$ cat config.mk
export PLATFORM = sky130hd
export DESIGN_NAME = stg4_memory
export DESIGN_NICKNAME = d
export VERILOG_FILES = /design/src/common/diad_pkg.sv /design/src/pipeline/stg4_memory.sv
export VERILOG_INCLUDE_DIRS = /design/src /design/src/common
export SDC_FILE = /design/constraint.sdc
export NUM_CORES = 1
export LEC_CHECK = 0
export ABC_AREA = 1
export BUFFER_PORTS_ARGS = -buffer_cell sky130_fd_sc_hd__buf_2
export CORE_MARGIN = 2
export CORE_UTILIZATION = 34
export DETAILED_ROUTE_END_ITERATION = 6
export PLACE_DENSITY_LB_ADDON = 0.05
export SKIP_CTS_REPAIR_TIMING = 1
export SLEW_MARGIN = 10
export SYNTH_ARGS = -nofsm -noshare
export SYNTH_HDL_FRONTEND = slang
export SYNTH_SLANG_ARGS = --single-unit
$ cat constraint.sdc
create_clock -name iw_clk -period 2.2 [get_ports iw_clk]
set_clock_uncertainty 0.1 [all_clocks]
set_input_delay 0.33 -clock iw_clk [delete_from_list [all_inputs] [get_ports iw_clk]]
set_output_delay 0.33 -clock iw_clk [all_outputs]
set_load 0.005 [all_outputs]
$ cat src/common/diad_settings.svh
`ifndef DIAD_SETTINGS_SVH
`define DIAD_SETTINGS_SVH

// Memory word address
`define SIZE_ADDR 8

// Code half only
`define SIZE_PC 7

`define SIZE_DATA 16

`define SIZE_REG 3

`define MEM_WORDS 256

// First word of the data half
`define DATA_BASE 128

`endif

$ cat src/common/diad_pkg.sv
`include "diad_settings.svh"

package diad_pkg;

    typedef logic [`SIZE_ADDR-1:0] addr_t;
    typedef logic [`SIZE_PC-1:0]   pc_t;
    typedef logic [`SIZE_DATA-1:0] word_t;
    typedef logic [`SIZE_REG-1:0]  reg_idx_t;

    typedef enum logic [3:0] {
        opc_nop  = 4'd0,
        opc_add  = 4'd1,
        opc_sub  = 4'd2,
        opc_and  = 4'd3,
        opc_or   = 4'd4,
        opc_xor  = 4'd5,
        opc_addi = 4'd6,
        opc_ldi  = 4'd7,
        opc_ld   = 4'd8,
        opc_st   = 4'd9,
        opc_shl  = 4'd10
    } opc_e;

    typedef struct packed {
        logic  valid;
        pc_t   pc;
        word_t instr;
    } fetch_item_t;

    typedef struct packed {
        logic                valid;
        pc_t                 pc;
        word_t               instr;
        opc_e                opc;
        reg_idx_t            rd;
        logic                wr_en;
        word_t               op_a; // rs, or imm9 for LDI
        word_t               op_b; // rt, or rd for ST
        logic [`SIZE_PC-1:0] imm;  // imm6 sign extended to offset width
    } dec_item_t;

    typedef struct packed {
        logic     valid;
        pc_t      pc;
        word_t    instr;
        opc_e     opc;
        reg_idx_t rd;
        logic     wr_en;
        word_t    result;
        addr_t    addr;
        word_t    st_data;
    } exe_item_t;

    typedef struct packed {
        logic     valid;
        pc_t      pc;
        word_t    instr;
        logic     wr_en;
        reg_idx_t rd;
        word_t    value;
        logic     st_en;
        addr_t    st_addr;
        word_t    st_data;
    } retire_t;

endpackage

$ cat src/pipeline/stg4_memory.sv
`timescale 1ns/10ps

module stg4_memory
    import diad_pkg::*;
(
    input  logic      iw_clk,
    input  logic      iw_rst,
    input  exe_item_t exe,
    output logic      data_we,
    output addr_t     data_addr,
    output word_t     data_wdata,
    output exe_item_t mem_item
);
    // Read is always issued, LD picks it up next cycle
    assign data_we    = exe.valid && (exe.opc == opc_st);
    assign data_addr  = exe.addr;
    assign data_wdata = exe.st_data;

    always_ff @(posedge iw_clk or posedge iw_rst) begin
        if (iw_rst) begin
            mem_item <= '0;
        end
        else begin
            mem_item <= exe;
        end
    end
endmodule

## Word level (Yosys, flattened, before mapping)

Cells that the tools add are included.

| cells by class | value |
|---|---|
| reductions and logical operators | 1 |
| equal/unequal tests | 1 |

Operators with widths:

| cell | count |
|---|---|
| equality test 4 bit (second input constant) | 1 |
| logical AND 1 bit | 1 |

| storage, ports and cells | value |
|---|---|
| bits in registers | 72 |
| output and inout port bits | 97 |
| bits of input ports | 74 |

## Depth between registers and ports, before layout

| logic depth | value |
|---|---|
| depth in word-level cells | 2 |
| gate-level depth with buffers | 3 |
| gate-level depth less buffers | 3 |

## Worst setup path after synthesis

No wires, ideal clock.

| timing path | value |
|---|---|
| kind | in2out |
| from | in exe[45] in the netlist's numbering |
| to | out data_we |
| data arrival time | 0.511 ns |
| stages on the path | 3 |
| setup slack | 1.259 ns |
| path buffers | 0 |
| cell sequence | inv_1 nand2_1 nor2_2 |

| on the way | value |
|---|---|
| word-level cells in the longest chain between the ends | 2 |

RTL lines:

| item | RTL line | RTL |
|---|---|---|
| from (decl) | stg4_memory.sv:8 | `input exe_item_t exe,` |
| equality test 4 bit | stg4_memory.sv:15 | `assign data_we = exe.valid && (exe.opc == opc_st);` |
| logical AND 1 bit | stg4_memory.sv:15 |  |
| to (decl) | stg4_memory.sv:9 | `output logic data_we,` |

No other way between the ends.

## Final worst setup path

| timing path | value |
|---|---|
| from | in exe[44] in the netlist's numbering |
| to | out data_we |

The elaborated chain is that of the path after synthesis.

==> impl_metrics.yaml <==
synth:
  synthTopCellsByArea: "dfrtp_1 89%, buf_4 8.9%, inv_1 0.56%"
  yosysSeqAreaShare_pct: 89.5
  synth_edf_count: 0
  yosys_register_bits: 72
  syn_area_um2: 2010
  yosys_warnings: 0
  syn_nets: 176
  avgSynthCellArea_um2: 19.7
  yosysMostFrequentCell: "dfrtp_1"
  async_reset_ff_share_pct: 100
  synth_common_cells: "72 x dfrtp_1, 24 x buf_4, 3 x inv_1"
  yosysUniqueCellTypes: 6
  syn_inst: 102
  synthFlopType: "dfrtp_1"
  yosysTopAreaCellShare_pct: 89.5
  synth_top_area_cell: "dfrtp_1"
floorplanning:
  start_util_pct: 34.6
  core_um2: 5820
  dieHeight_um: 81.0
  die_area_um2: 6550
  std_cell_rows: 28
  die_w_um: 81.0
  io_pins: 171
grt:
  grt_start_max_net_pins: 73
  grt_overflow: 0
  grt_antenna_before_repair: 0
  grt_pass1_wl_mm: 5.97
  grt_usage_pct: 13.0
  grt_pass1_vias: 1298
sta:
  tns_ps: 0
  finalSetupViolations: 0
  max_slew.worst_pin.slew_ps: 362
  fin_crit_sh_pct: 74.4
  rsz0062_at_grt: "no"
  post-route-min-period_ps: 1640
  max_freq_mhz: 611
  max_slew_margin_pct: 75.9
  drv_slew: 0
  finalHoldViolations: 0
worst_setup_path:
  cp_max_fo: 2
  end_kind: "primary output"
  slowest_delay_ps: 520
  cp-endpoint: "data_we"
  start_kind: "input port"
  cp.arrival_ps: 1210
  crit_path_frequent_cell: "buf_2"
  crit_chain: "dlygate4sd3_1 -> buf_2 -> nand2_1 -> nor2_2 -> buf_2"
  path_class: "in2out"
  crit_path_top_delay_cell: "dlygate4sd3_1"
  cp-startpoint: "exe[44]"
  cp_data_required_time_ps: 1770
pwr:
  power.total_mw: 2.69
  vdd_drop_max_mv: 0.454
  cellPowerDensity_nw_per_um2: 742
  power.leakage_nw: 1.90
run_status:
  status: "finished, final reports clean"
cts:
  numCtsBuffers: 9
  path_clk_slew_ps: 70
  clkSinkCount: 72
  htreeDepth: 3
  cts_buffer_depth: 2
  cts_root_buf: "clkbuf_8"
  cts_tree: "yes"
final_layout:
  fillers: 490
  drive_gt1_share_pct: 58.1
  top_register: "mem_item"
  nets: 396
  fin_cells: 402
  multi_input_area_um2: 20.0
  biggestRegsByFlops: "mem_item: 72 flops"
  regArea_um2: 1800
  largest_reg_flops: 72
  diodes: 0
  syn_to_final_growth_pct: 80.0
detailed_routing:
  drcViolationCount: 0
  first_iter_violations: 48
  routed_wl_mm: 4.80
  post_drt_wl_per_cell_um: 12.0
  drt-pass1-iter-count: 4
  post_drt_via_cell_ratio: 3.86
  vias: 1550
  ant_nets: 0
placed_design:
  dp_cells: 324
  io_buffers: 170
  dp_hpwl_mm: 3.21
  gp_routability_congestion: 0.664
hold_path:
  hp-class: "in2async"
flow_run:
  drv_cap: 0
kinds of logic (layout without fill, tap and decap cells):
family,after synthesis,in the layout,synth area share (%)
simple gates,3,3,0.994
buf+inv,27,252,9.51
flops,72,72,89.5
stage by stage:
| stage | hold slack [ps] | area, um^2 | setup slack (ps) | utilization (%) |
|---|---|---|---|---|
| after floorplan | 261 | 2020 | 972 | - |
| after global placement | 338 | 2800 | 1050 | 48.2 |
| after detailed placement | 339 | 2800 | 1040 | 48.2 |
| after CTS | -25.2 | 3000 | 907 | 51.7 |
| after global routing | 1.45 | 3620 | 512 | 62.3 |
| final | 15.6 | 3620 | 562 | 62.3 |
critical path: cells and delay by family:
family        cells  cell delay (ps)
simple gates      2              150
buf+inv           3              740
where the power goes:
part | internal (mW) | total, mW | switching (mW)
Sequential | 1.39 | 1.40 | 0.0148
Combinational | 0.180 | 0.291 | 0.111
Clock | 0.560 | 0.992 | 0.432
Total | 2.13 | 2.69 | 0.558
placed cells by master (no fill, tap or decap):
master         netlist  final
dfrtp_1             72     72
dlygate4sd3_1        0     62
nor2_2               1      1
buf_12               0      1
nand3_2              1      1
clkinvlp_4           0      1
buf_2                0    170
inv_1                3      2
clkinv_2             0      2
clkbuf_8             0     14
nand2_1              1      1
layout make-up:
type	count	area share, %
Sequential cell	72	49.7
Multi-Input combinational cell	3	0.552
Tap cell	75	2.59
Clock inverter	2	0.276
Clock buffer	14	5.32
Inverter	3	0.414
Timing Repair Buffer	233	41.1
worst min path at each step:
stage | start | to | slack, ps | depth (start not counted)
2_1_floorplan | exe[0] | mem_item[0]$_DFF_PP0_ | 260 | 0
6_report | iw_rst | mem_item[45]$_DFF_PP0_ | 20 | 3
4_1_cts | exe[31] | mem_item[31]$_DFF_PP0_ | -30 | 1
5_1_grt | exe[46] | mem_item[46]$_DFF_PP0_ | 1 | 1
3_3_place_gp | exe[62] | mem_item[62]$_DFF_PP0_ | 340 | 1
3_5_place_dp | exe[28] | mem_item[28]$_DFF_PP0_ | 340 | 1
metal layers:
metal	share of wire (%)	vias to the layer above	global-route usage, %
met4	1.6	0	9.15
met2	55	95	21.8
met1	34	719	12.6
met5	0	-	0
met3	10	10	6.00
li1	-	726	-
No activity file was read; power rests on OpenSTA's default activity.
