===== config.mk =====
export PLATFORM = sky130hd
export DESIGN_NAME = stg5_retire
export DESIGN_NICKNAME = d
export VERILOG_FILES = /design/src/common/diad_pkg.sv /design/src/pipeline/stg5_retire.sv
export VERILOG_INCLUDE_DIRS = /design/src /design/src/common
export SDC_FILE = /design/constraint.sdc
export NUM_CORES = 1
export LEC_CHECK = 0
export BUFFER_PORTS_ARGS = -buffer_cell sky130_fd_sc_hd__buf_2
export CAP_MARGIN = 20
export CORE_MARGIN = 3
export CORE_UTILIZATION = 39
export CTS_CLUSTER_DIAMETER = 60
export DETAILED_ROUTE_END_ITERATION = 10
export PLACE_DENSITY = 0.83
export SLEW_MARGIN = 20
export SYNTH_ARGS = -nofsm -noshare
export SYNTH_HDL_FRONTEND = slang
export SYNTH_SLANG_ARGS = --single-unit

===== constraint.sdc =====
create_clock -name iw_clk -period 2.9 [get_ports iw_clk]
set_input_delay 0.29 -clock iw_clk [delete_from_list [all_inputs] [get_ports iw_clk]]
set_output_delay 0.29 -clock iw_clk [all_outputs]
set_load 0.01 [all_outputs]

===== src/common/diad_settings.svh =====
`ifndef DIAD_SETTINGS_SVH
`define DIAD_SETTINGS_SVH

// Memory word address
`define SIZE_ADDR 8

// Code half only
`define SIZE_PC 7

`define SIZE_DATA 16

`define SIZE_REG 3

`define MEM_WORDS 256

// First word of the data half
`define DATA_BASE 128

`endif


===== src/common/diad_pkg.sv =====
`include "diad_settings.svh"

package diad_pkg;

    typedef logic [`SIZE_ADDR-1:0] addr_t;
    typedef logic [`SIZE_PC-1:0]   pc_t;
    typedef logic [`SIZE_DATA-1:0] word_t;
    typedef logic [`SIZE_REG-1:0]  reg_idx_t;

    typedef enum logic [3:0] {
        opc_nop  = 4'd0,
        opc_add  = 4'd1,
        opc_sub  = 4'd2,
        opc_and  = 4'd3,
        opc_or   = 4'd4,
        opc_xor  = 4'd5,
        opc_addi = 4'd6,
        opc_ldi  = 4'd7,
        opc_ld   = 4'd8,
        opc_st   = 4'd9,
        opc_shl  = 4'd10
    } opc_e;

    typedef struct packed {
        logic  valid;
        pc_t   pc;
        word_t instr;
    } fetch_item_t;

    typedef struct packed {
        logic                valid;
        pc_t                 pc;
        word_t               instr;
        opc_e                opc;
        reg_idx_t            rd;
        logic                wr_en;
        word_t               op_a; // rs, or imm9 for LDI
        word_t               op_b; // rt, or rd for ST
        logic [`SIZE_PC-1:0] imm;  // imm6 sign extended to offset width
    } dec_item_t;

    typedef struct packed {
        logic     valid;
        pc_t      pc;
        word_t    instr;
        opc_e     opc;
        reg_idx_t rd;
        logic     wr_en;
        word_t    result;
        addr_t    addr;
        word_t    st_data;
    } exe_item_t;

    typedef struct packed {
        logic     valid;
        pc_t      pc;
        word_t    instr;
        logic     wr_en;
        reg_idx_t rd;
        word_t    value;
        logic     st_en;
        addr_t    st_addr;
        word_t    st_data;
    } retire_t;

endpackage


===== src/pipeline/stg5_retire.sv =====
`timescale 1ns/10ps

module stg5_retire
    import diad_pkg::*;
(
    input  logic      iw_clk,
    input  logic      iw_rst,
    input  exe_item_t mem_item,
    input  word_t     data_rdata,
    output logic      rf_we,
    output reg_idx_t  rf_idx,
    output word_t     rf_data,
    output retire_t   retire
);
    word_t value;

    assign value   = (mem_item.opc == opc_ld) ? data_rdata : mem_item.result;
    assign rf_we   = mem_item.wr_en; // Already gated by valid in decode
    assign rf_idx  = mem_item.rd;
    assign rf_data = value;

    always_ff @(posedge iw_clk or posedge iw_rst) begin
        if (iw_rst) begin
            retire <= '0;
        end
        else begin
            retire.valid   <= mem_item.valid;
            retire.pc      <= mem_item.pc;
            retire.instr   <= mem_item.instr;
            retire.wr_en   <= mem_item.wr_en;
            retire.rd      <= mem_item.rd;
            retire.value   <= value;
            retire.st_en   <= mem_item.valid && (mem_item.opc == opc_st);
            retire.st_addr <= mem_item.addr;
            retire.st_data <= mem_item.st_data;
        end
    end

    a_wr_valid: assert property (@(posedge iw_clk) disable iff (iw_rst)
        retire.wr_en |-> retire.valid);
endmodule


After elaboration in Yosys (flattened, before gate mapping)
Index checks and enable logic that the tools add are counted.
{"block": "totals", "reg_bits": 69, "inputBits": 90, "output_inout_bits": 89, "elab_cells": 13}
{"block": "classes", "eq_ne": 2, "muxes": 1, "n_reduce_logical": 1}
{"op": "two-way mux 16 bit", "count": 1}
{"op": "== test 4 bit, second input constant", "count": 2}
{"op": "logical AND 1 bit", "count": 1}

Logic depth before layout (Yosys ltp)
{"block": "logic_depth", "depth_word": 2, "mapped_depth": 3, "mapped_depth_nobuf": 2}

Worst setup path before layout
Ideal clock, no wire load.
{"block": "synth_timing", "kind": "input -> output", "start": "in mem_item[44] (netlist name)", "end": "out rf_data[10]", "arrival_ns": 1.296, "required_ns": 2.610, "slack_ns": 1.314, "stages": 3, "n_path_buf": 1, "cell_sequence": "nor4b_4 -> buf_6 -> mux2_2"}
{"block": "synth_via", "elab_chain_len": 2}
{"element": "start, declared", "line": "stg5_retire.sv:8", "source": "input exe_item_t mem_item,"}
{"element": "== test 4 bit", "line": "stg5_retire.sv:17", "source": "assign value = (mem_item.opc == opc_ld) ? data_rdata : mem_item.result;"}
{"element": "two-way mux 16 bit", "line": "stg5_retire.sv:17"}
{"element": "end, declared", "line": "stg5_retire.sv:12", "source": "output word_t rf_data,"}
Every way passes these cells.

Worst setup path in the final report
{"block": "layout_timing", "start": "in mem_item[44] (netlist name)", "end": "out rf_data[5]"}
The elaborated chain is that of the path after synthesis.

==> impl_results.html <==
<table>
<tr><th>Metric</th><th>Value</th></tr>
<tr><th colspan="2">Final layout</th></tr>
<tr><td>Final nets</td><td>370</td></tr>
<tr><td>Post-Route Utilization</td><td>about 64%</td></tr>
<tr><td>Biggest regs</td><td>retire (69)</td></tr>
<tr><td>Largest reg by FF count</td><td>retire</td></tr>
<tr><td>Max FFs per register</td><td>69</td></tr>
<tr><td>Diodes inserted</td><td>0</td></tr>
<tr><td>Fraction of layout cells with a size suffix above 1</td><td>about 74%</td></tr>
<tr><td>Final instance count without filler cells</td><td>352</td></tr>
<tr><td>Area growth from synthesis to final layout</td><td>55.8%</td></tr>
<tr><th colspan="2">CTS</th></tr>
<tr><td>Buffer levels on the longest clock path</td><td>2</td></tr>
<tr><td>Clock tree from TritonCTS</td><td>done</td></tr>
<tr><td>Number of levels in the clock H-tree</td><td>3</td></tr>
<tr><td>Clock transition at the registers of the reported paths</td><td>~0.07 ns</td></tr>
<tr><td>Total CTS buffers</td><td>9</td></tr>
<tr><td>Clock Sink Count</td><td>69</td></tr>
<tr><td>Root Buffer</td><td>sky130_fd_sc_hd__clkbuf_8</td></tr>
<tr><td>Gates resized, CTS repair</td><td>0</td></tr>
<tr><td>Buffers inserted by post-CTS timing repair</td><td>0</td></tr>
<tr><td>Number of buffers inserted for hold repair after clock tree synthesis</td><td>0</td></tr>
<tr><th colspan="2">Die</th></tr>
<tr><td>Width of the chip</td><td>77.4 µm</td></tr>
<tr><td>I/O pin count</td><td>about 180</td></tr>
<tr><td>Row Count</td><td>25</td></tr>
<tr><td>Starting density of the core</td><td>around 41%</td></tr>
<tr><td>Die Footprint</td><td>5990 µm²</td></tr>
<tr><td>Placeable Area</td><td>approximately 4800 µm²</td></tr>
<tr><td>Die height</td><td>a little under 80 µm</td></tr>
<tr><th colspan="2">Job</th></tr>
<tr><td>Max capacitance violation total</td><td>0</td></tr>
<tr><th colspan="2">Logic synthesis</th></tr>
<tr><td>Mean instance size in the synthesized netlist</td><td>~21 µm²</td></tr>
<tr><td>Total of flip-flops plus latches after synthesis</td><td>69</td></tr>
<tr><td>Distinct cells, synth</td><td>8</td></tr>
<tr><td>Post-Synthesis Cell Area</td><td>1990 µm²</td></tr>
<tr><td>Synth warn</td><td>0</td></tr>
<tr><td>Area fraction of the dominant cell type after synthesis</td><td>86.8%</td></tr>
<tr><td>Syn Inst Count</td><td>94</td></tr>
<tr><td>Cell taking the most area after synthesis</td><td>sky130_fd_sc_hd__dfrtp_1</td></tr>
<tr><td>Sequential-to-total area share from yosys stat</td><td>about 87%</td></tr>
<tr><td>Synthesized net count</td><td>approximately 180</td></tr>
<tr><td>Cell types with the largest area share after synthesis</td><td>sky130_fd_sc_hd__dfrtp_1 87%, sky130_fd_sc_hd__mux2_2 9.1%, sky130_fd_sc_hd__buf_4 1.5%</td></tr>
<tr><th colspan="2">Setup path</th></tr>
<tr><td>Category of the worst setup path launch point</td><td>primary input</td></tr>
<tr><td>Kind of end point of the critical path</td><td>output port</td></tr>
<tr><td>Data required time of the critical path</td><td>between 2 and 3 ns</td></tr>
<tr><td>Crit-path max FO</td><td>16</td></tr>
<tr><td>Critical path arrival</td><td>around 1.5 ns</td></tr>
<tr><td>Critical setup path kind</td><td>primary input to output port</td></tr>
<tr><th colspan="2">Timing</th></tr>
<tr><td>Unrepaired setup endpoints after global routing</td><td>false</td></tr>
<tr><td>Highest clock rate</td><td>between 0.5 and 0.6 GHz</td></tr>
<tr><td>Final worst hold slack</td><td>~0.071 ns</td></tr>
<tr><td>Fin Setup TNS</td><td>0 ns</td></tr>
<tr><td>Final period demand of the worst path</td><td>between 1.5 and 2 ns</td></tr>
<tr><td>Relative max-transition margin</td><td>a little under half</td></tr>
<tr><td>Actual transition at the worst max-transition pin</td><td>around 0.82 ns</td></tr>
<tr><td>Final Setup Violations</td><td>0</td></tr>
<tr><td>Number of hold violations in the final report</td><td>0</td></tr>
<tr><td>Number of pins exceeding their max-slew limit in the final report</td><td>0</td></tr>
<tr><td>Final cycle utilization of the critical path</td><td>60.1%</td></tr>
<tr><th colspan="2">Power and ir drop</th></tr>
<tr><td>Power density over cell area</td><td>approximately 600 nW/µm²</td></tr>
<tr><td>Total design power</td><td>approximately 1.9 mW</td></tr>
<tr><td>Peak supply drop</td><td>between 200 and 300 µV</td></tr>
<tr><td>Leakage power of the design</td><td>1.67 nW</td></tr>
<tr><th colspan="2">Global routing</th></tr>
<tr><td>Number of global-route vias before repair</td><td>approximately 1.6k</td></tr>
<tr><td>Global route overflow</td><td>0</td></tr>
<tr><td>Total track usage</td><td>around 20%</td></tr>
<tr><td>Pin count of the biggest net entering global routing</td><td>70</td></tr>
<tr><td>Global-route wire length before repair</td><td>~9000 µm</td></tr>
<tr><td>Number of antenna violations at the first check in global routing</td><td>0</td></tr>
<tr><th colspan="2">Drt</th></tr>
<tr><td>Detailed-route wire length</td><td>approximately 5800 µm</td></tr>
<tr><td>Number of DRC markers in iteration 0</td><td>57</td></tr>
<tr><td>Via count</td><td>~1.5k</td></tr>
<tr><td>Post-route DRC</td><td>0</td></tr>
<tr><td>Average detailed-routed wire length per instance</td><td>16.4 µm</td></tr>
<tr><td>Detail Route Antenna Nets</td><td>0</td></tr>
<tr><td>First drt pass iteration count</td><td>4</td></tr>
<tr><td>Average vias per placed instance</td><td>around 4.3</td></tr>
<tr><th colspan="2">Min path</th></tr>
<tr><td>Worst min path class</td><td>primary input to register</td></tr>
<tr><th colspan="2">Placed design</th></tr>
<tr><td>Port Buf Inserts</td><td>about 180</td></tr>
<tr><td>RePlAce Congestion</td><td>roughly 0.8</td></tr>
<tr><td>Total half-perimeter wirelength after legalization and detailed placement</td><td>~4700 µm</td></tr>
<tr><td>Placed instance count</td><td>336</td></tr>
<tr><th colspan="2">Outcome</th></tr>
<tr><td>Outcome</td><td>complete, no violations</td></tr>
</table>
==> critical path: stages <==
cell and delay, ns:
sky130_fd_sc_hd__buf_2 0.12, sky130_fd_sc_hd__nor4b_4 0.25, sky130_fd_sc_hd__buf_4 0.27, sky130_fd_sc_hd__mux2_2 0.38
sky130_fd_sc_hd__buf_2 0.15
==> kinds of logic (layout without fill, tap and decap cells) <==
logic type	count (synthesis)	count (layout)	synth area share, %
and+or+nand+nor	3	3	1.82
buffers and inverters	6	197	2.27
DFF	69	69	86.8
muxes	16	16	9.06
==> through the flow <==
stage          area (µm²)  setup WS, ns
6_report             3100          1.16
5_1_grt              3100          1.08
4_1_cts              3100          1.13
3_5_place_dp         2940          1.14
3_3_place_gp         2940          1.17
2_1_floorplan        1990         0.870
==> layout make-up <==
cell class	count	area, µm²
Clock inverter	4	25.0
Clock buffer	12	135
Multi-Input combinational cell	19	216
Fill cell	390	1720
Inverter	1	3.75
Tap cell	67	83.8
Timing Repair Buffer	180	906
Sequential cell	69	1730
==> worst paths after layout <==
path                              start          to  slack (ns)  cells after the start
max                        mem_item[44]  rf_data[5]        1.16                      5
min                         mem_item[4]   retire[4]        0.07                      1
max in group asynchronous        iw_rst  retire[66]        2.15                      3
min in group asynchronous        iw_rst  retire[15]        0.20                      3
==> synthesized netlist by cell type <==
cell type                  n
sky130_fd_sc_hd__dfrtp_1  69
sky130_fd_sc_hd__buf_4     4
sky130_fd_sc_hd__mux2_2   16
sky130_fd_sc_hd__inv_1     1
sky130_fd_sc_hd__buf_6     1
sky130_fd_sc_hd__nand2_1   1
sky130_fd_sc_hd__nor4b_4   1
sky130_fd_sc_hd__nor4b_1   1
==> metal layers <==
metal  up-vias  track usage [%]  part of all wire (%)
met4         0             9.61                   1.4
met5         -                0                     0
met3         8             6.84                   9.3
met2       105             35.8                    54
met1       710             21.5                    35
li1        675                -                     -
==> power breakdown <==
| group | switching, mW | total [mW] | internal [mW] |
|---|---|---|---|
| Combinational | 0.113 | 0.215 | 0.103 |
| Sequential | 0.0128 | 1.03 | 1.01 |
| Clock | 0.316 | 0.624 | 0.308 |
| Total | 0.442 | 1.87 | 1.42 |
==> layout by cell type (no fill, tap or decap) <==
master and count:
sky130_fd_sc_hd__buf_2 178, sky130_fd_sc_hd__buf_4 2, sky130_fd_sc_hd__clkbuf_1 3, sky130_fd_sc_hd__clkbuf_8 9
sky130_fd_sc_hd__clkinv_2 2, sky130_fd_sc_hd__clkinvlp_4 2, sky130_fd_sc_hd__dfrtp_1 69, sky130_fd_sc_hd__inv_2 1
sky130_fd_sc_hd__mux2_2 16, sky130_fd_sc_hd__nand2_1 1, sky130_fd_sc_hd__nor4b_1 1, sky130_fd_sc_hd__nor4b_4 1
No activity file was read; power rests on OpenSTA's default activity.
