[src/common/diad_settings.svh]
`ifndef DIAD_SETTINGS_SVH
`define DIAD_SETTINGS_SVH

// Memory word address
`define SIZE_ADDR 8

// Code half only
`define SIZE_PC 7

`define SIZE_DATA 16

`define SIZE_REG 3

`define MEM_WORDS 256

// First word of the data half
`define DATA_BASE 128

`endif

[src/common/diad_pkg.sv]
`include "diad_settings.svh"

package diad_pkg;

    typedef logic [`SIZE_ADDR-1:0] addr_t;
    typedef logic [`SIZE_PC-1:0]   pc_t;
    typedef logic [`SIZE_DATA-1:0] word_t;
    typedef logic [`SIZE_REG-1:0]  reg_idx_t;

    typedef enum logic [3:0] {
        opc_nop  = 4'd0,
        opc_add  = 4'd1,
        opc_sub  = 4'd2,
        opc_and  = 4'd3,
        opc_or   = 4'd4,
        opc_xor  = 4'd5,
        opc_addi = 4'd6,
        opc_ldi  = 4'd7,
        opc_ld   = 4'd8,
        opc_st   = 4'd9,
        opc_shl  = 4'd10
    } opc_e;

    typedef struct packed {
        logic  valid;
        pc_t   pc;
        word_t instr;
    } fetch_item_t;

    typedef struct packed {
        logic                valid;
        pc_t                 pc;
        word_t               instr;
        opc_e                opc;
        reg_idx_t            rd;
        logic                wr_en;
        word_t               op_a; // rs, or imm9 for LDI
        word_t               op_b; // rt, or rd for ST
        logic [`SIZE_PC-1:0] imm;  // imm6 sign extended to offset width
    } dec_item_t;

    typedef struct packed {
        logic     valid;
        pc_t      pc;
        word_t    instr;
        opc_e     opc;
        reg_idx_t rd;
        logic     wr_en;
        word_t    result;
        addr_t    addr;
        word_t    st_data;
    } exe_item_t;

    typedef struct packed {
        logic     valid;
        pc_t      pc;
        word_t    instr;
        logic     wr_en;
        reg_idx_t rd;
        word_t    value;
        logic     st_en;
        addr_t    st_addr;
        word_t    st_data;
    } retire_t;

endpackage

[src/pipeline/stg2_decode.sv]
`timescale 1ns/10ps
`include "diad_settings.svh"

module stg2_decode
    import diad_pkg::*;
(
    input  logic        iw_clk,
    input  logic        iw_rst,
    input  fetch_item_t fetch,
    output logic        stall,
    input  reg_idx_t    ex_rd,
    input  logic        ex_wr,
    input  reg_idx_t    ma_rd,
    input  logic        ma_wr,
    input  logic        rf_we,
    input  reg_idx_t    rf_idx,
    input  word_t       rf_data,
    output dec_item_t   dec
);
    word_t     regs [0:(1 << `SIZE_REG)-1];
    opc_e      opc;
    reg_idx_t  rd;
    reg_idx_t  rs;
    reg_idx_t  rt;
    logic      use_rs;
    logic      use_rt;
    logic      use_rd;
    logic      writes;
    dec_item_t dec_d;

    // Retire write shows up in the same cycle
    function automatic word_t rf_read(input reg_idx_t idx);
        return (rf_we && rf_idx == idx) ? rf_data : regs[idx];
    endfunction

    function automatic logic busy(input reg_idx_t idx);
        return (ex_wr && ex_rd == idx) || (ma_wr && ma_rd == idx);
    endfunction

    assign opc = opc_e'(fetch.instr[15:12]);
    assign rd  = fetch.instr[11:9];
    assign rs  = fetch.instr[8:6];
    assign rt  = fetch.instr[5:3];

    always_comb begin
        use_rs = 1'b0;
        use_rt = 1'b0;
        use_rd = 1'b0;
        writes = 1'b0;
        case (opc)
            opc_add, opc_sub, opc_and, opc_or, opc_xor, opc_shl: begin
                use_rs = 1'b1;
                use_rt = 1'b1;
                writes = 1'b1;
            end
            opc_addi, opc_ld: begin
                use_rs = 1'b1;
                writes = 1'b1;
            end
            opc_ldi: writes = 1'b1;
            opc_st: begin
                use_rs = 1'b1;
                use_rd = 1'b1; // Store data comes from rd
            end
            default: ;         // Undefined opcodes act as NOP
        endcase
    end

    always_comb begin
        stall = fetch.valid && ((use_rs && busy(rs)) || (use_rt && busy(rt))
                                || (use_rd && busy(rd)));
    end

    always_comb begin
        dec_d.valid = fetch.valid && !stall;
        dec_d.pc    = fetch.pc;
        dec_d.instr = fetch.instr;
        dec_d.opc   = opc;
        dec_d.rd    = rd;
        dec_d.wr_en = writes && dec_d.valid;
        dec_d.op_a  = (opc == opc_ldi) ? word_t'(fetch.instr[8:0]) : rf_read(rs);
        dec_d.op_b  = (opc == opc_st) ? rf_read(rd) : rf_read(rt);
        dec_d.imm   = {fetch.instr[5], fetch.instr[5:0]};
    end

    always_ff @(posedge iw_clk or posedge iw_rst) begin
        if (iw_rst) begin
            for (int i = 0; i < (1 << `SIZE_REG); i++) begin
                regs[i] <= '0;
            end
        end
        else if (rf_we) begin
            regs[rf_idx] <= rf_data;
        end
    end

    always_ff @(posedge iw_clk or posedge iw_rst) begin
        if (iw_rst) begin
            dec <= '0;
        end
        else begin
            dec <= dec_d; // Bubble while stalled
        end
    end

    // Writer leaves execute and memory within two cycles
    a_stall_bound: assert property (@(posedge iw_clk) disable iff (iw_rst)
        stall [*2] |=> !stall);
endmodule

[config.mk]
export PLATFORM = sky130hd
export DESIGN_NAME = stg2_decode
export DESIGN_NICKNAME = d
export VERILOG_FILES = /design/src/common/diad_pkg.sv /design/src/pipeline/stg2_decode.sv
export VERILOG_INCLUDE_DIRS = /design/src /design/src/common
export SDC_FILE = /design/constraint.sdc
export NUM_CORES = 1
export LEC_CHECK = 0
export ABC_AREA = 1
export BUFFER_PORTS_ARGS = -buffer_cell sky130_fd_sc_hd__buf_4
export CORE_MARGIN = 10
export CORE_UTILIZATION = 35
export CTS_CLUSTER_DIAMETER = 60
export DETAILED_ROUTE_END_ITERATION = 8
export PLACE_DENSITY_LB_ADDON = 0.25
export SETUP_SLACK_MARGIN = 0.05
export SLEW_MARGIN = 20
export SYNTH_ARGS = -nofsm -noshare
export SYNTH_HDL_FRONTEND = slang
export SYNTH_SLANG_ARGS = --single-unit
[constraint.sdc]
create_clock -name iw_clk -period 16.5 [get_ports iw_clk]
set_clock_uncertainty 0.2 [all_clocks]
set_input_delay 3.3 -clock iw_clk [delete_from_list [all_inputs] [get_ports iw_clk]]
set_output_delay 3.3 -clock iw_clk [all_outputs]
set_load 0.05 [all_outputs]
======== Yosys cells after proc, flatten, opt, wreduce, memory -nomap -nowiden ========
Cells that the tools add are included.
operators by class
  $lt $le $gt $ge ......................... 5
  bitwise operators ....................... 4
  equality and inequality tests ........... 19
  reduce and logical (&&, ||, !) cells .... 25
  muxes and demuxes ....................... 21
operator list
  operator                                                                      count
  16-bit 2-to-1 mux                                                             12
  16-bit binary-select mux with 3-bit select                                    3
  128-bit bitwise mux                                                           1
  16-bit demux with 3-bit select                                                1
  3-bit == test                                                                 9
  9-bit OR reduction                                                            2
  4-bit by 3-bit == test with 1-bit output, second input constant               4
  4-bit greater-or-equal comparator, second input constant                      4
  1-bit logical AND                                                             16
  3-bit NOT with 4-bit output                                                   4
  4-bit == test, second input constant                                          3
  4-bit by 2-bit == test with 1-bit output, second input constant               2
  6-bit OR reduction                                                            1
  1-bit logical OR                                                              5
  4-bit by 1-bit == test with 1-bit output, second input constant               1
  4-bit by 1-bit less-than comparator with 1-bit output, second input constant  1
  1-bit 2-to-1 mux                                                              4
  1-bit zero test                                                               1
word-level totals
  input port bits ......................... 54
  logic and storage cells ................. 91
  output and inout bits ................... 72
  flip-flop bits (word level) ............. 198

======== Logic depth before layout (Yosys ltp) ========
  word-level depth ........................ 10
  depth in mapped cells ................... 12
  depth with buffers taken out ............ 10

======== Worst setup path before layout ========
No wires, ideal clock.
  path type ............................... input -> output
  from .................................... in fetch[8] (netlist name)
  to ...................................... out stall
  path buffers ............................ 2
  arrival time ............................ 4.414 ns
  path slack .............................. 8.586 ns
  data required time ...................... 13.000 ns
  stages on the path ...................... 12
  path through ............................ buf_2 > inv_1 > buf_2 > nand2_1 > nand2_1 > nor2_1 > nand2_1 > nand2_1 > nand2_1 > nand3_1 > nand2_1 > inv_1
between the ends
  cells in the longest elaborated chain, start to end .. 7
  elaborated cells on any way between the ends .. 9
  classes of those cells .................. eq/ne: 2; reduce/logical: 7
ends and longest elaborated chain
  what                 RTL line           source
  start: declaration   stg2_decode.sv:9   input fetch_item_t fetch,
  3-bit == test        stg2_decode.sv:37  return (ex_wr && ex_rd == idx) || (ma_wr && ma_rd == idx);
  1-bit logical AND    stg2_decode.sv:37
  1-bit logical OR *   stg2_decode.sv:37
  1-bit logical AND *  stg2_decode.sv:70  stall = fetch.valid && ((use_rs && busy(rs)) || (use_rt && busy(rt))
  1-bit logical OR *   stg2_decode.sv:70
  1-bit logical OR *   stg2_decode.sv:71  || (use_rd && busy(rd)));
  1-bit logical AND *  stg2_decode.sv:70
  end: declaration     stg2_decode.sv:10  output logic stall,
Every way passes the cells marked *; elsewhere a longest branch is shown, timed or not.

======== Worst setup path after layout ========
  from .................................... in fetch[9] (netlist name)
  to ...................................... out stall
between the ends
  cells in the longest elaborated chain, start to end .. 6
  elaborated cells on any way between the ends .. 8
  classes of those cells .................. eq/ne: 2; reduce/logical: 6
ends and longest elaborated chain
  what                 RTL line
  3-bit == test        stg2_decode.sv:37
  1-bit logical AND    stg2_decode.sv:37
  1-bit logical OR *   stg2_decode.sv:37
  1-bit logical AND *  stg2_decode.sv:71
  1-bit logical OR *   stg2_decode.sv:71
  1-bit logical AND *  stg2_decode.sv:70
Marked as above.

==> out/results.tsv <==
metric	value	unit
status	completed	
path_clk_slew	70	ps
synth_edf_count	0	
min_path_type	reg2reg	
cts_hold_buf	0	
critical_path.top_delay_family	buffers and inverters	
grt_pass1_vias	9963	
p_comb_share	25.9	%
tns	0	ps
place_inst	1933	
p_leak	5.84	nW
seq_area_frac_synth	43.0	%
die_h	195	um
synth-seq-cells	185	
fin_crit	9120	ps
r2r_slack	14920	ps
firstDrtPassIters	6	
power_frac_seq	42.6	%
ys_top_cells_by_area	dfrtp_1, o21ai_0, nand2_1	
slew_headroom	33.0	%
grt_max_degree	122	
ant_nets	0	
drv_slew	0	
cp_common_cell	nand2_1	
drcViolationCount	0	
critical_path_buf_inv_count	5	
ctsResizeCount	0	
post-route-util	40.6	%
avgSynthCellArea	7.07	um2
drtIter0Drc	1556	
syn_nets	1575	
synth_cell_types	29	
core	30400	um2
synth_largest_area_cell	dfrtp_1	
root_buffer	clkbuf_16	
crit_chain	buf_4, inv_1, buf_4, nand2_1, nand2_1, nor2_1, nand2_1, nand2_1, nand2_1, nand3_1, nand2_1, inv_1, buf_4	
syn_to_final_growth	14.8	%
crit_slowest_cell	buf_4	
vias_per_cell	5.51	
cts.path.max_buffers	2	
wl	38500	um
cp_slowest_stage_delay	700	ps
vdd_drop_max	0.0807	mV
min_period_over_period	55.3	%
cts_tree	done	
portBuffers	125	
pwr-share-clk	31.4	%
num_vias	10800	
fillers	3175	
place_congestion	0.852	
overflow	0	
synth_most_common_cell	nand2_1	
synth_flop_cell	dfrtp_1	
final_nets	1610	
dp_hpwl	24000	um
layout-drive-gt1-share	12.2	%
cts_inserted_buffers	17	
end_kind	output port	
clk_latency	450	ps
die_x	195	um
clock_sinks	185	
synthTopCellsByCount	nand2_1, o21ai_0, dfrtp_1, nor2_1, nand3_1	
synth_async_sr_flop_share	100	%
critPathMaxFanout	97	
antenna_found_initial	1	
finalSetupViolations	0	
cts_setup_buffers	0	
p_int	0.882	mW
worstMarginPinSlew	1000	ps
synthCells	1521	
power_density	114	nW/um2
finalHoldViolCount	0	
worst_setup_path_start_kind	input port	
start_util	35.3	%
maxCapViolations	0	
p_sw_share	37.2	%
htree_levels	4	
globalRouteTotalUtil	19.9	%
arrival	5620	ps
p_sw	0.522	mW
syn_area	10800	um2
stdcell_count	1965	
ys_warn_count	0	
fmax	110	MHz
core.rowCount	64	
rsz0062_at_grt	false	
grt_pass1_wl	60600	um
synth_top_area_share	43.0	%
avgRoutedWirePerCell	19.6	um
diodes	0	
required	13000	ps
pin_count	126	
worstSetupPathType	in2out	
dieArea	38100	um2
==> cell usage in the layout, fill, tap and decap left out, types with 6 or more instances in the layout <==
cell | Yosys | routed
nand2_1 | 352 | 351
o21ai_0 | 313 | 313
dfrtp_1 | 185 | 185
nor2_1 | 140 | 140
buf_4 | 14 | 140
nand3_1 | 113 | 112
inv_1 | 110 | 109
a21oi_1 | 78 | 78
o22ai_1 | 38 | 38
o211ai_1 | 34 | 34
clkbuf_16 | 0 | 17
o21ai_2 | 7 | 7
inv_8 | 0 | 6
==> registers in the layout, indices dropped and copies added, names as in the netlist <==
signal	count
dec	57
regs	128
==> cell families (layout without fill, tap and decap cells) <==
group	count (synthesis)	after routing	share of synthesized area (%)
and+or+nand+nor	612	612	23.0
AOI/OAI and AO/OA	481	481	24.1
buffers and inverters	240	288	9.61
DFF	185	185	43.0
xor gates and xnor gates	3	3	0.244
==> final cells by class <==
type	instances	area, um2	area share, %
Clock buffer	18	439	3.56
Tap cell	396	495	4.01
Multi-Input combinational cell	1096	5110	41.4
Sequential cell	185	4630	37.5
Clock inverter	14	178	1.44
Inverter	116	445	3.61
Timing Repair Buffer	140	1050	8.51
==> per-layer routing <==
layer,global-route usage [%],share of wire [%]
met1,28.7,46
met2,30.2,44
met3,3.24,8.2
met4,5.09,1.6
met5,0,0
==> power groups by stage <==
stage               Sequential, mW  Combinational [mW]  Clock (mW)
floorplan                    0.643               0.199           0
global placement             0.603               0.357           0
detailed placement           0.604               0.362           0
CTS                          0.596               0.363       0.445
global route                 0.608               0.405       0.466
finish                       0.598               0.364       0.441
==> path summary, 6_finish.rpt <==
kind	endpoint	startpoint	cells past startpoint
worst min-delay path	regs[66]$_DFFE_PP0P_	regs[66]$_DFFE_PP0P_	2
worst max register to register	dec[23]$_DFF_PP0_	regs[96]$_DFFE_PP0P_	8
worst min register to register	regs[66]$_DFFE_PP0P_	regs[66]$_DFFE_PP0P_	2
min in group asynchronous	dec[63]$_DFF_PP0_	iw_rst	2
max in group asynchronous	dec[1]$_DFF_PP0_	iw_rst	3
worst max-delay path	stall	fetch[9]	13
==> per-stage QoR <==
step	hold slack (ps)	total power [mW]	instance area [um2]	setup slack [ps]
2_1_floorplan	253	0.842	10800	7970
3_3_place_gp	269	0.960	11700	7520
3_5_place_dp	274	0.966	11700	7480
4_1_cts	292	1.40	12300	7480
5_1_grt	312	1.48	12300	7260
6_report	290	1.40	12300	7380
==> worst register-to-register path, stage by stage (launching register included) <==
cell and delay, ps:
dfrtp_1 380, inv_1 120, a21oi_1 80, o21ai_0 110, o21ai_0 170, nand2_1 110, nand3_1 90, nand2_1 150
nand2_1 70
(Power assumes the default switching activity.)
