## src/common/diad_settings.svh

```systemverilog
`ifndef DIAD_SETTINGS_SVH
`define DIAD_SETTINGS_SVH

// Memory word address
`define SIZE_ADDR 8

// Code half only
`define SIZE_PC 7

`define SIZE_DATA 16

`define SIZE_REG 3

`define MEM_WORDS 256

// First word of the data half
`define DATA_BASE 128

`endif

```

## src/common/diad_pkg.sv

```systemverilog
`include "diad_settings.svh"

package diad_pkg;

    typedef logic [`SIZE_ADDR-1:0] addr_t;
    typedef logic [`SIZE_PC-1:0]   pc_t;
    typedef logic [`SIZE_DATA-1:0] word_t;
    typedef logic [`SIZE_REG-1:0]  reg_idx_t;

    typedef enum logic [3:0] {
        opc_nop  = 4'd0,
        opc_add  = 4'd1,
        opc_sub  = 4'd2,
        opc_and  = 4'd3,
        opc_or   = 4'd4,
        opc_xor  = 4'd5,
        opc_addi = 4'd6,
        opc_ldi  = 4'd7,
        opc_ld   = 4'd8,
        opc_st   = 4'd9,
        opc_shl  = 4'd10
    } opc_e;

    typedef struct packed {
        logic  valid;
        pc_t   pc;
        word_t instr;
    } fetch_item_t;

    typedef struct packed {
        logic                valid;
        pc_t                 pc;
        word_t               instr;
        opc_e                opc;
        reg_idx_t            rd;
        logic                wr_en;
        word_t               op_a; // rs, or imm9 for LDI
        word_t               op_b; // rt, or rd for ST
        logic [`SIZE_PC-1:0] imm;  // imm6 sign extended to offset width
    } dec_item_t;

    typedef struct packed {
        logic     valid;
        pc_t      pc;
        word_t    instr;
        opc_e     opc;
        reg_idx_t rd;
        logic     wr_en;
        word_t    result;
        addr_t    addr;
        word_t    st_data;
    } exe_item_t;

    typedef struct packed {
        logic     valid;
        pc_t      pc;
        word_t    instr;
        logic     wr_en;
        reg_idx_t rd;
        word_t    value;
        logic     st_en;
        addr_t    st_addr;
        word_t    st_data;
    } retire_t;

endpackage

```

## src/pipeline/stg1_fetch.sv

```systemverilog
`timescale 1ns/10ps

module stg1_fetch
    import diad_pkg::*;
(
    input  logic        iw_clk,
    input  logic        iw_rst,
    input  logic        stall,
    output logic        inst_en,
    output pc_t         inst_addr,
    input  word_t       inst_rdata,
    output fetch_item_t fetch
);
    pc_t  pc;
    pc_t  rd_pc;    // Address of the read in flight
    logic rd_valid;

    assign inst_en   = ~stall;
    assign inst_addr = pc;

    always_ff @(posedge iw_clk or posedge iw_rst) begin
        if (iw_rst) begin
            pc       <= '0;
            rd_pc    <= '0;
            rd_valid <= 1'b0;
        end
        else if (!stall) begin
            pc       <= pc + pc_t'(1); // Wraps inside the code half
            rd_pc    <= pc;
            rd_valid <= 1'b1;
        end
    end

    assign fetch = '{
        valid: rd_valid,
        pc:    rd_pc,
        instr: inst_rdata
    };
endmodule

```

## config.mk

```make
export PLATFORM = sky130hd
export DESIGN_NAME = stg1_fetch
export DESIGN_NICKNAME = d
export VERILOG_FILES = /design/src/common/diad_pkg.sv /design/src/pipeline/stg1_fetch.sv
export VERILOG_INCLUDE_DIRS = /design/src /design/src/common
export SDC_FILE = /design/constraint.sdc
export NUM_CORES = 1
export LEC_CHECK = 0
export BUFFER_PORTS_ARGS = -buffer_cell sky130_fd_sc_hd__buf_2
export CORE_MARGIN = 1.5
export CORE_UTILIZATION = 35
export DETAILED_ROUTE_END_ITERATION = 7
export PLACE_DENSITY = 0.67
export SYNTH_ARGS = -nofsm -noshare
export SYNTH_HDL_FRONTEND = slang
export SYNTH_SLANG_ARGS = --single-unit
```

## constraint.sdc

```tcl
create_clock -name iw_clk -period 2.9 [get_ports iw_clk]
set_input_delay 0.58 -clock iw_clk [delete_from_list [all_inputs] [get_ports iw_clk]]
set_output_delay 0.58 -clock iw_clk [all_outputs]
set_load 0.02 [all_outputs]
```

# --- Word level (Yosys, flattened, before mapping) ---
# Cells that the tools add are included.
# Widths: inputs -> output; s select.
word_totals:
  reg_bits: 15
  latch_bits: 0
  ram_bits: 0
  romBits: 0
  input_bits: 19
  n_memories: 0
op_classes:
  n_addsub: 1
  multipliers: 0
  div_mod_pow: 0
  order_cmp: 0
  n_eq_ne: 0
  n_shift: 0
  muxes: 0
  n_bitwise: 1
  reduce_logical: 0
op_table:
  columns: ["operator", "count"]
  rows:
  - ["$add 7x1->7 const B", 1]
  - ["$not 1->1", 1]

# --- Longest topological paths before layout ---
# Gate-level depths: netlist of the first run.
logic_depth:
  depth_word: 1
  mapped_depth: 3
  mapped_depth_nobuf: 3

# --- Least setup slack after synthesis of the first run ---
# OpenSTA, ideal clock, no wires.
synth_path:
  path_kind: "input -> output"
  startpoint: "input stall"
  endpoint: "output inst_en"
  t_arrival_ns: 0.722
  t_required_ns: 2.320
  path_slack_ns: 1.598
  cell_stages: 1
  path_buffers: 0
  path_cell_list: "inv_1"
synth_via:
  elab_chain_len: 1
synth_lines:
  columns: ["item", "line_no", "source"]
  rows:
  - ["start: declaration", "stg1_fetch.sv:8", "input logic stall,"]
  - ["$not 1->1", "stg1_fetch.sv:18", "assign inst_en = ~stall;"]
  - ["end: declaration", "stg1_fetch.sv:9", "output logic inst_en,"]
# No other way between the ends.

# --- Worst setup path in the final report of the first run ---
# Ends and elaborated chain as after synthesis.

==> results of run 1 <==
layer usage:
metal	wire, µm	up-vias	share of wire, %	global-route usage, %
li1	-	185	-	-
met1	505	189	44	12.9
met2	486	19	42	14.4
met3	121	6	11	3.33
met4	31	0	2.7	10.6
met5	0	-	0	0
state kept, by name (all words and copies together) (netlist names):
signal     count
rd_valid       1
inst_addr      7
rd_pc          7
kinds of logic (layout without fill, tap and decap cells):
| group | count (synthesis) | in the layout | synth area share [%] |
|---|---|---|---|
| xor gates and xnor gates | 6 | 6 | 6.94 |
| and+or+nand+nor | 9 | 9 | 7.60 |
| adders and majority gates | 1 | 1 | 1.65 |
| DFF | 15 | 15 | 49.6 |
| buffers and inverters | 20 | 24 | 19.3 |
| muxes | 7 | 7 | 13.9 |
| AOI/OAI and AO/OA | 1 | 1 | 0.992 |
how the worst max path moves through the flow:
stage          cells after the start   from  slack (ns)       to
4_1_cts                            3  stall        1.16  inst_en
6_report                           3  stall        1.17  inst_en
3_3_place_gp                       3  stall        1.17  inst_en
3_5_place_dp                       3  stall        1.16  inst_en
2_1_floorplan                      1  stall        1.60  inst_en
5_1_grt                            3  stall        1.14  inst_en
final cells by class:
type                       count  area share [%]
clock inverter                 1           0.650
timing repair buffer          18            11.7
multi-input combinational     24            30.6
tap                           27            4.39
inverter                       2           0.976
sequential                    15            48.8
clock buffer                   3            2.93
layout by cell type, fill, tap and decap left out, drive strengths merged:
master / synthesis / routed
and2: 1 / 1
nand2: 1 / 1
clkinv: 0 / 1
nand2b: 1 / 1
nand3: 3 / 3
mux2: 7 / 7
clkbuf: 0 / 3
a21o: 1 / 1
nor2b: 1 / 1
inv: 2 / 2
and3: 1 / 1
buf: 18 / 18
nand4: 1 / 1
ha: 1 / 1
xnor2: 6 / 6
dfrtp: 15 / 15
power by group through the flow:
stage	clock (mW)	combinational [mW]	sequential (mW)
final	0.116	0.374	0.385
after global routing	0.134	0.402	0.400
after CTS	0.124	0.379	0.386
after detailed placement	0	0.377	0.389
after global placement	0	0.372	0.385
after floorplan	0	0.190	0.484
==> metrics, run 1 <==
Switching Power 0.346 mW; Mapped Cells 59; worst min path class in -> async; Via Count 399; H-tree levels 1; cell mode on critical path buf_2; Pre-Repair DR Iteration Count 2; Worst setup SP type primary input; # hold bufs at CTS 0; Static Leakage 0.392 nW; dpl hpwl 826 µm; Max Cap Violations 0; critical path, cell by cell buf_2 > inv_1 > buf_2; yosys warns 0; CTS tree done; Core ar. 2000 µm²; CP Capture Type output port; Fin. Hold Viols 0; fin crit share 59.8%; endpoints failing setup 0; Placed Instances 86; Syn Nets 79; RSZ-0062 raised after global routing false; Post-synth EDFFs 0; main flop type after synthesis dfrtp_1; ANT cells 0; sequential share of power 44.0%; Reg area 375 µm²; Synth Register Bits 15; GRT overflow 0; Synth cell types 15; share of cells above drive strength 1 47.6%; CP Data Required Time 2.32 ns; Starting Density 37.8%; leading area contributor after synthesis dfrtp_1; Area growth syn-to-layout 1.65%; vias in the first global route 394; CP max FO 12; hold_ws 0.326 ns; Sw Share 39.6%; critical path's slowest cell buf_2; CTS sink cnt 15; Largest delay share family, worst path buffers and inverters; row count 16; die area 2450 µm²; status finished clean; final cell count without fillers 90; ys async rst share 100%; first-pass GRT wire length 1930 µm; gr usage total 10.6%; Worst Tran Pin Value 0.547 ns; DR WL/cell 12.7 µm; Buf/Inv on CP 3; crit path time final 1.73 ns; CTS buffer count 3; Setup Fix Bufs, Post-CTS 0; PD cells 1140 nW/µm²; register area share after synthesis 49.6%; clock share of power 13.3%; Placer Congestion 0.671; # nets final 84; most frequent cells after synthesis buf_4 (17), dfrtp_1 (15), mux2_4 (7), xnor2_1 (6), nand3_1 (3); antenna viol nets, final 0; final design utilization 38.4%; Comb pwr share 42.7%; CP arrival 1.15 ns; slack of the worst reg-to-reg path 1.76 ns; worst vdd rail ir drop 0.000352 V; largest net degree at the start of global routing 16; top cell type's share of synthesized area 49.6%; final instance area 769 µm²; WL final 1150 µm; buffers added on ports 18; Max clock buf depth 2; starting DRC count in detailed routing 5; Root Driver clkbuf_4; Die Span X 49.5 µm; DR vias/cell 4.43; Slew Viols, Final 0; Power Internal 0.529 mW; post-CTS sizing 0; total power 0.875 mW; slowest stage delay, CP 0.30 ns; Multi-input gate area 235 µm²; Post-Syn Area 757 µm²; R2R Path Start inst_addr[0]; max_slew headroom 63.5%; worst setup margin 1.17 ns; Die H 49.5 µm; Clock Latency Late Sink 0.28 ns; antenna violations before repair 0; Clock transition at path regs 0.09 ns; Ports 51; Place WS 1.16 ns; top-count cell post-synth buf_4; worst reg2reg path depth 2; Avg Cell Area, Syn 12.8 µm²; Layout Skew 0.00599 ns; ranking of synthesized cells by area dfrtp_1 (50%), buf_4 (17%), mux2_4 (14%); setup TNS 0 ns; placed cell area 742 µm²; Residual DRC 0; r2r endpoint inst_addr[1]; kind of critical path in -> out; Filler cells 220; max frequency 577 MHz
Note: power is estimated with default switching activity, not from simulation.
==> run 2: changes to the inputs <==
==> constraint.sdc (replaced) <==
create_clock -name iw_clk -period 1.8 [get_ports iw_clk]
set_input_delay 0.36 -clock iw_clk [delete_from_list [all_inputs] [get_ports iw_clk]]
set_output_delay 0.36 -clock iw_clk [all_outputs]
set_load 0.02 [all_outputs]
==> metrics, run 2 (same netlist as run 1, synthesis figures left out) <==
max frequency 766 MHz; sequential share of power 43.5%; Fin. Hold Viols 0; CP arrival 0.95 ns; Max Cap Violations 0; antenna violations before repair 0; Static Leakage 0.389 nW; Root Driver clkbuf_4; crit path time final 1.31 ns; Placer Congestion 0.644; Layout Skew 0.000615 ns; buffers added on ports 18; vias in the first global route 411; DR vias/cell 4.53; endpoints failing setup 0; Starting Density 37.8%; most frequent cells in the layout buf_2 (18), dfrtp_1 (15), mux2_4 (7), xnor2_1 (6); # nets final 84; Residual DRC 0; CP Data Required Time 1.44 ns; Setup Fix Bufs, Post-CTS 0; Core ar. 2000 µm²; Buf/Inv on CP 3; critical path's slowest cell buf_2; placed cell area 742 µm²; Sw Share 39.3%; most common cell after layout, fill and taps aside buf_2; starting DRC count in detailed routing 5; CP Capture Type output port; worst vdd rail ir drop 0.000542 V; Switching Power 0.553 mW; Slew Viols, Final 0; Clock Latency Late Sink 0.28 ns; dpl hpwl 840 µm; Clock transition at path regs 0.08 ns; max_slew headroom 62.8%; Ports 51; Worst setup SP type primary input; Power Internal 0.856 mW; Die Span X 49.5 µm; status finished clean; die area 2450 µm²; H-tree levels 1; gr usage total 11.2%; Worst Tran Pin Value 0.557 ns; Via Count 408; Die H 49.5 µm; CTS tree done; fin crit share 72.5%; final design utilization 38.4%; WL final 1180 µm; post-CTS sizing 0; total power 1.41 mW; cell mode on critical path buf_2; GRT overflow 0; Largest delay share family, worst path buffers and inverters; kind of critical path in -> out; antenna viol nets, final 0; Area growth syn-to-layout 1.49%; CTS buffer count 3; worst min path class in -> async; share of cells above drive strength 1 46.0%; largest net degree at the start of global routing 16; CTS sink cnt 15; CP max FO 12; DR WL/cell 13.1 µm; PD cells 1830 nW/µm²; slowest stage delay, CP 0.32 ns; Pre-Repair DR Iteration Count 3; row count 16; setup TNS 0 ns; Max clock buf depth 2; Comb pwr share 43.0%; clock share of power 13.5%; final instance area 768 µm²; first-pass GRT wire length 1950 µm; ANT cells 0; critical path, cell by cell buf_2 > inv_1 > buf_2; RSZ-0062 raised after global routing false; # hold bufs at CTS 0
-- run 2: worst reg2reg max path, cell delays in order (launching register included) --
cell and delay (ns):
dfrtp_1 0.45, ha_1 0.31, mux2_4 0.26
-- run 2: worst paths after layout --
path | from | endpoint | cells after the start | slack [ns]
max in group asynchronous | iw_rst | inst_addr[5] | 2 | 1.32
worst min-delay path | iw_rst | rd_pc[3] | 2 | 0.11
worst max register to register | inst_addr[0] | inst_addr[1] | 2 | 0.67
min in group iw_clk | stall | rd_valid | 2 | 0.44
worst min register to register | rd_valid | rd_valid | 1 | 0.46
worst max-delay path | stall | inst_en | 3 | 0.49
-- run 2: stage by stage --
step | setup WS, ns | std cells | hold WS, ns
after floorplan | 0.624 | 59 | 0.261
after global placement | 0.515 | 86 | 0.426
after detailed placement | 0.490 | 86 | 0.437
after CTS | 0.481 | 90 | 0.127
after global routing | 0.427 | 90 | 0.142
final | 0.495 | 90 | 0.113
-- run 2: area by class of cell --
cell class,count,area (µm²)
inverters,2,7.51
fillers,221,1230
repair buffers,18,90.1
flip-flops and latches,15,375
multi-input cells,24,235
well taps,27,33.8
clock buffers,4,26.3
-- run 2: power groups by stage --
stage	logic [mW]	registers [mW]	clock network, mW
after floorplan	0.306	0.780	0
after global placement	0.599	0.621	0
after detailed placement	0.611	0.628	0
after CTS	0.615	0.622	0.199
after global routing	0.650	0.651	0.214
final	0.606	0.612	0.191
-- run 2: layer usage --
| layer | vias to the layer above | wire (µm) | global-route usage (%) | part of all wire, % |
|---|---|---|---|---|
| met5 | - | 0 | 0 | 0 |
| met4 | 0 | 41 | 12.0 | 3.5 |
| met3 | 7 | 143 | 3.64 | 12 |
| met2 | 20 | 525 | 15.5 | 45 |
| met1 | 198 | 468 | 12.8 | 40 |
| li1 | 183 | - | - | - |
==> run 3: changes to the inputs <==
==> constraint.sdc (replaced) <==
create_clock -name iw_clk -period 1.3 [get_ports iw_clk]
set_input_delay 0.26 -clock iw_clk [delete_from_list [all_inputs] [get_ports iw_clk]]
set_output_delay 0.26 -clock iw_clk [all_outputs]
set_load 0.02 [all_outputs]
==> metrics, run 3 (same netlist as run 1, synthesis figures left out) <==
Clock transition at path regs 0.09 ns; GRT overflow 0; Buf/Inv on CP 1; Root Driver clkbuf_4; worst setup margin 0.0962 ns; setup TNS 0 ns; largest net degree at the start of global routing 16; Placed Instances 86; antenna violations before repair 0; R2R Path Start inst_addr[0]; worst min path class in -> async; Worst setup SP type flip-flop; most common cell after layout, fill and taps aside buf_2; final cell count without fillers 90; H-tree levels 1; DR vias/cell 4.39; Clock Latency Late Sink 0.28 ns; starting DRC count in detailed routing 3; fin crit share 92.6%; CP arrival 0.94 ns; worst reg2reg path depth 2; share of cells above drive strength 1 47.6%; Die H 49.5 µm; Starting Density 37.8%; hold_ws 0.0178 ns; PD cells 2540 nW/µm²; Max clock buf depth 2; DR WL/cell 13.3 µm; first-pass GRT wire length 1890 µm; vias in the first global route 379; ANT cells 0; Static Leakage 0.392 nW; max_slew headroom 61.0%; Ports 51; critical path, cell by cell buf_2; CP Capture Type output port; Place WS 0.195 ns; Pre-Repair DR Iteration Count 4; r2r endpoint inst_addr[1]; most frequent cells in the layout buf_2 (18), dfrtp_1 (15), mux2_4 (7), xnor2_1 (6); total power 1.95 mW; Fin. Hold Viols 0; Worst Tran Pin Value 0.584 ns; endpoints failing setup 0; CP Data Required Time 1.04 ns; Setup Fix Bufs, Post-CTS 0; die area 2450 µm²; dpl hpwl 853 µm; row count 16; gr usage total 10.4%; status finished clean; Layout Skew 0.00968 ns; kind of critical path reg -> out; slack of the worst reg-to-reg path 0.18 ns; max frequency 831 MHz; Via Count 395; WL final 1200 µm; CP max FO 6; crit path time final 1.20 ns; critical path's slowest cell dfrtp_1; worst vdd rail ir drop 0.000918 V; Die Span X 49.5 µm; RSZ-0062 raised after global routing false; Area growth syn-to-layout 1.65%; Core ar. 2000 µm²; buffers added on ports 18; CTS sink cnt 15; Placer Congestion 0.674; CTS tree done; Max Cap Violations 0; antenna viol nets, final 0; Largest delay share family, worst path flip-flops; # nets final 84; Slew Viols, Final 0; # hold bufs at CTS 0; slowest stage delay, CP 0.46 ns; post-CTS sizing 0; CTS buffer count 3; Residual DRC 0
## run 3: changes by cell type in the layout (fill, tap and decap cells not counted), sizes merged
cell / change
clkbuf: -1
clkinv: +1
## run 3: worst max path at each step
| stage | start | endpoint | slack, ns | cells past startpoint |
|---|---|---|---|---|
| after floorplan | inst_addr[0] | inst_addr[1] | 0.12 | 2 |
| after detailed placement | inst_addr[0] | inst_addr[1] | 0.19 | 2 |
| final | inst_addr[3] | inst_addr[3] | 0.1 | 1 |
| after global routing | inst_addr[3] | inst_addr[3] | 0.06 | 1 |
| after global placement | inst_addr[0] | inst_addr[1] | 0.21 | 2 |
| after CTS | inst_addr[4] | inst_addr[4] | 0.09 | 1 |
## run 3: layout make-up
| cell class | count | area [µm²] |
|---|---|---|
| clock buffer | 3 | 22.5 |
| clock inverter | 1 | 5.00 |
| fill | 200 | 1230 |
| inverter | 2 | 7.51 |
| multi-input combinational | 24 | 235 |
| sequential | 15 | 375 |
| tap | 27 | 33.8 |
| timing repair buffer | 18 | 90.1 |
## run 3: stage by stage
step | cell area [µm²] | util, %
6_report | 769 | 38.4
5_1_grt | 769 | 38.4
4_1_cts | 769 | 38.4
3_5_place_dp | 742 | 37.1
3_3_place_gp | 742 | 37.1
2_1_floorplan | 757 | -
## run 3: metal layers
layer,vias up,share of wire [%],wire length [µm],track usage (%)
met5,-,0,0,0
met1,187,44,523,12.3
met4,0,0.67,8,5.09
met2,23,44,529,15.1
met3,4,12,138,6.06
li1,181,-,-,-
## run 3: power breakdown
| part | switching, mW | leakage [nW] | internal (mW) |
|---|---|---|---|
| Sequential | 0.191 | 0.181 | 0.665 |
| Clock | 0.146 | 0.0177 | 0.114 |
| Combinational | 0.438 | 0.193 | 0.401 |
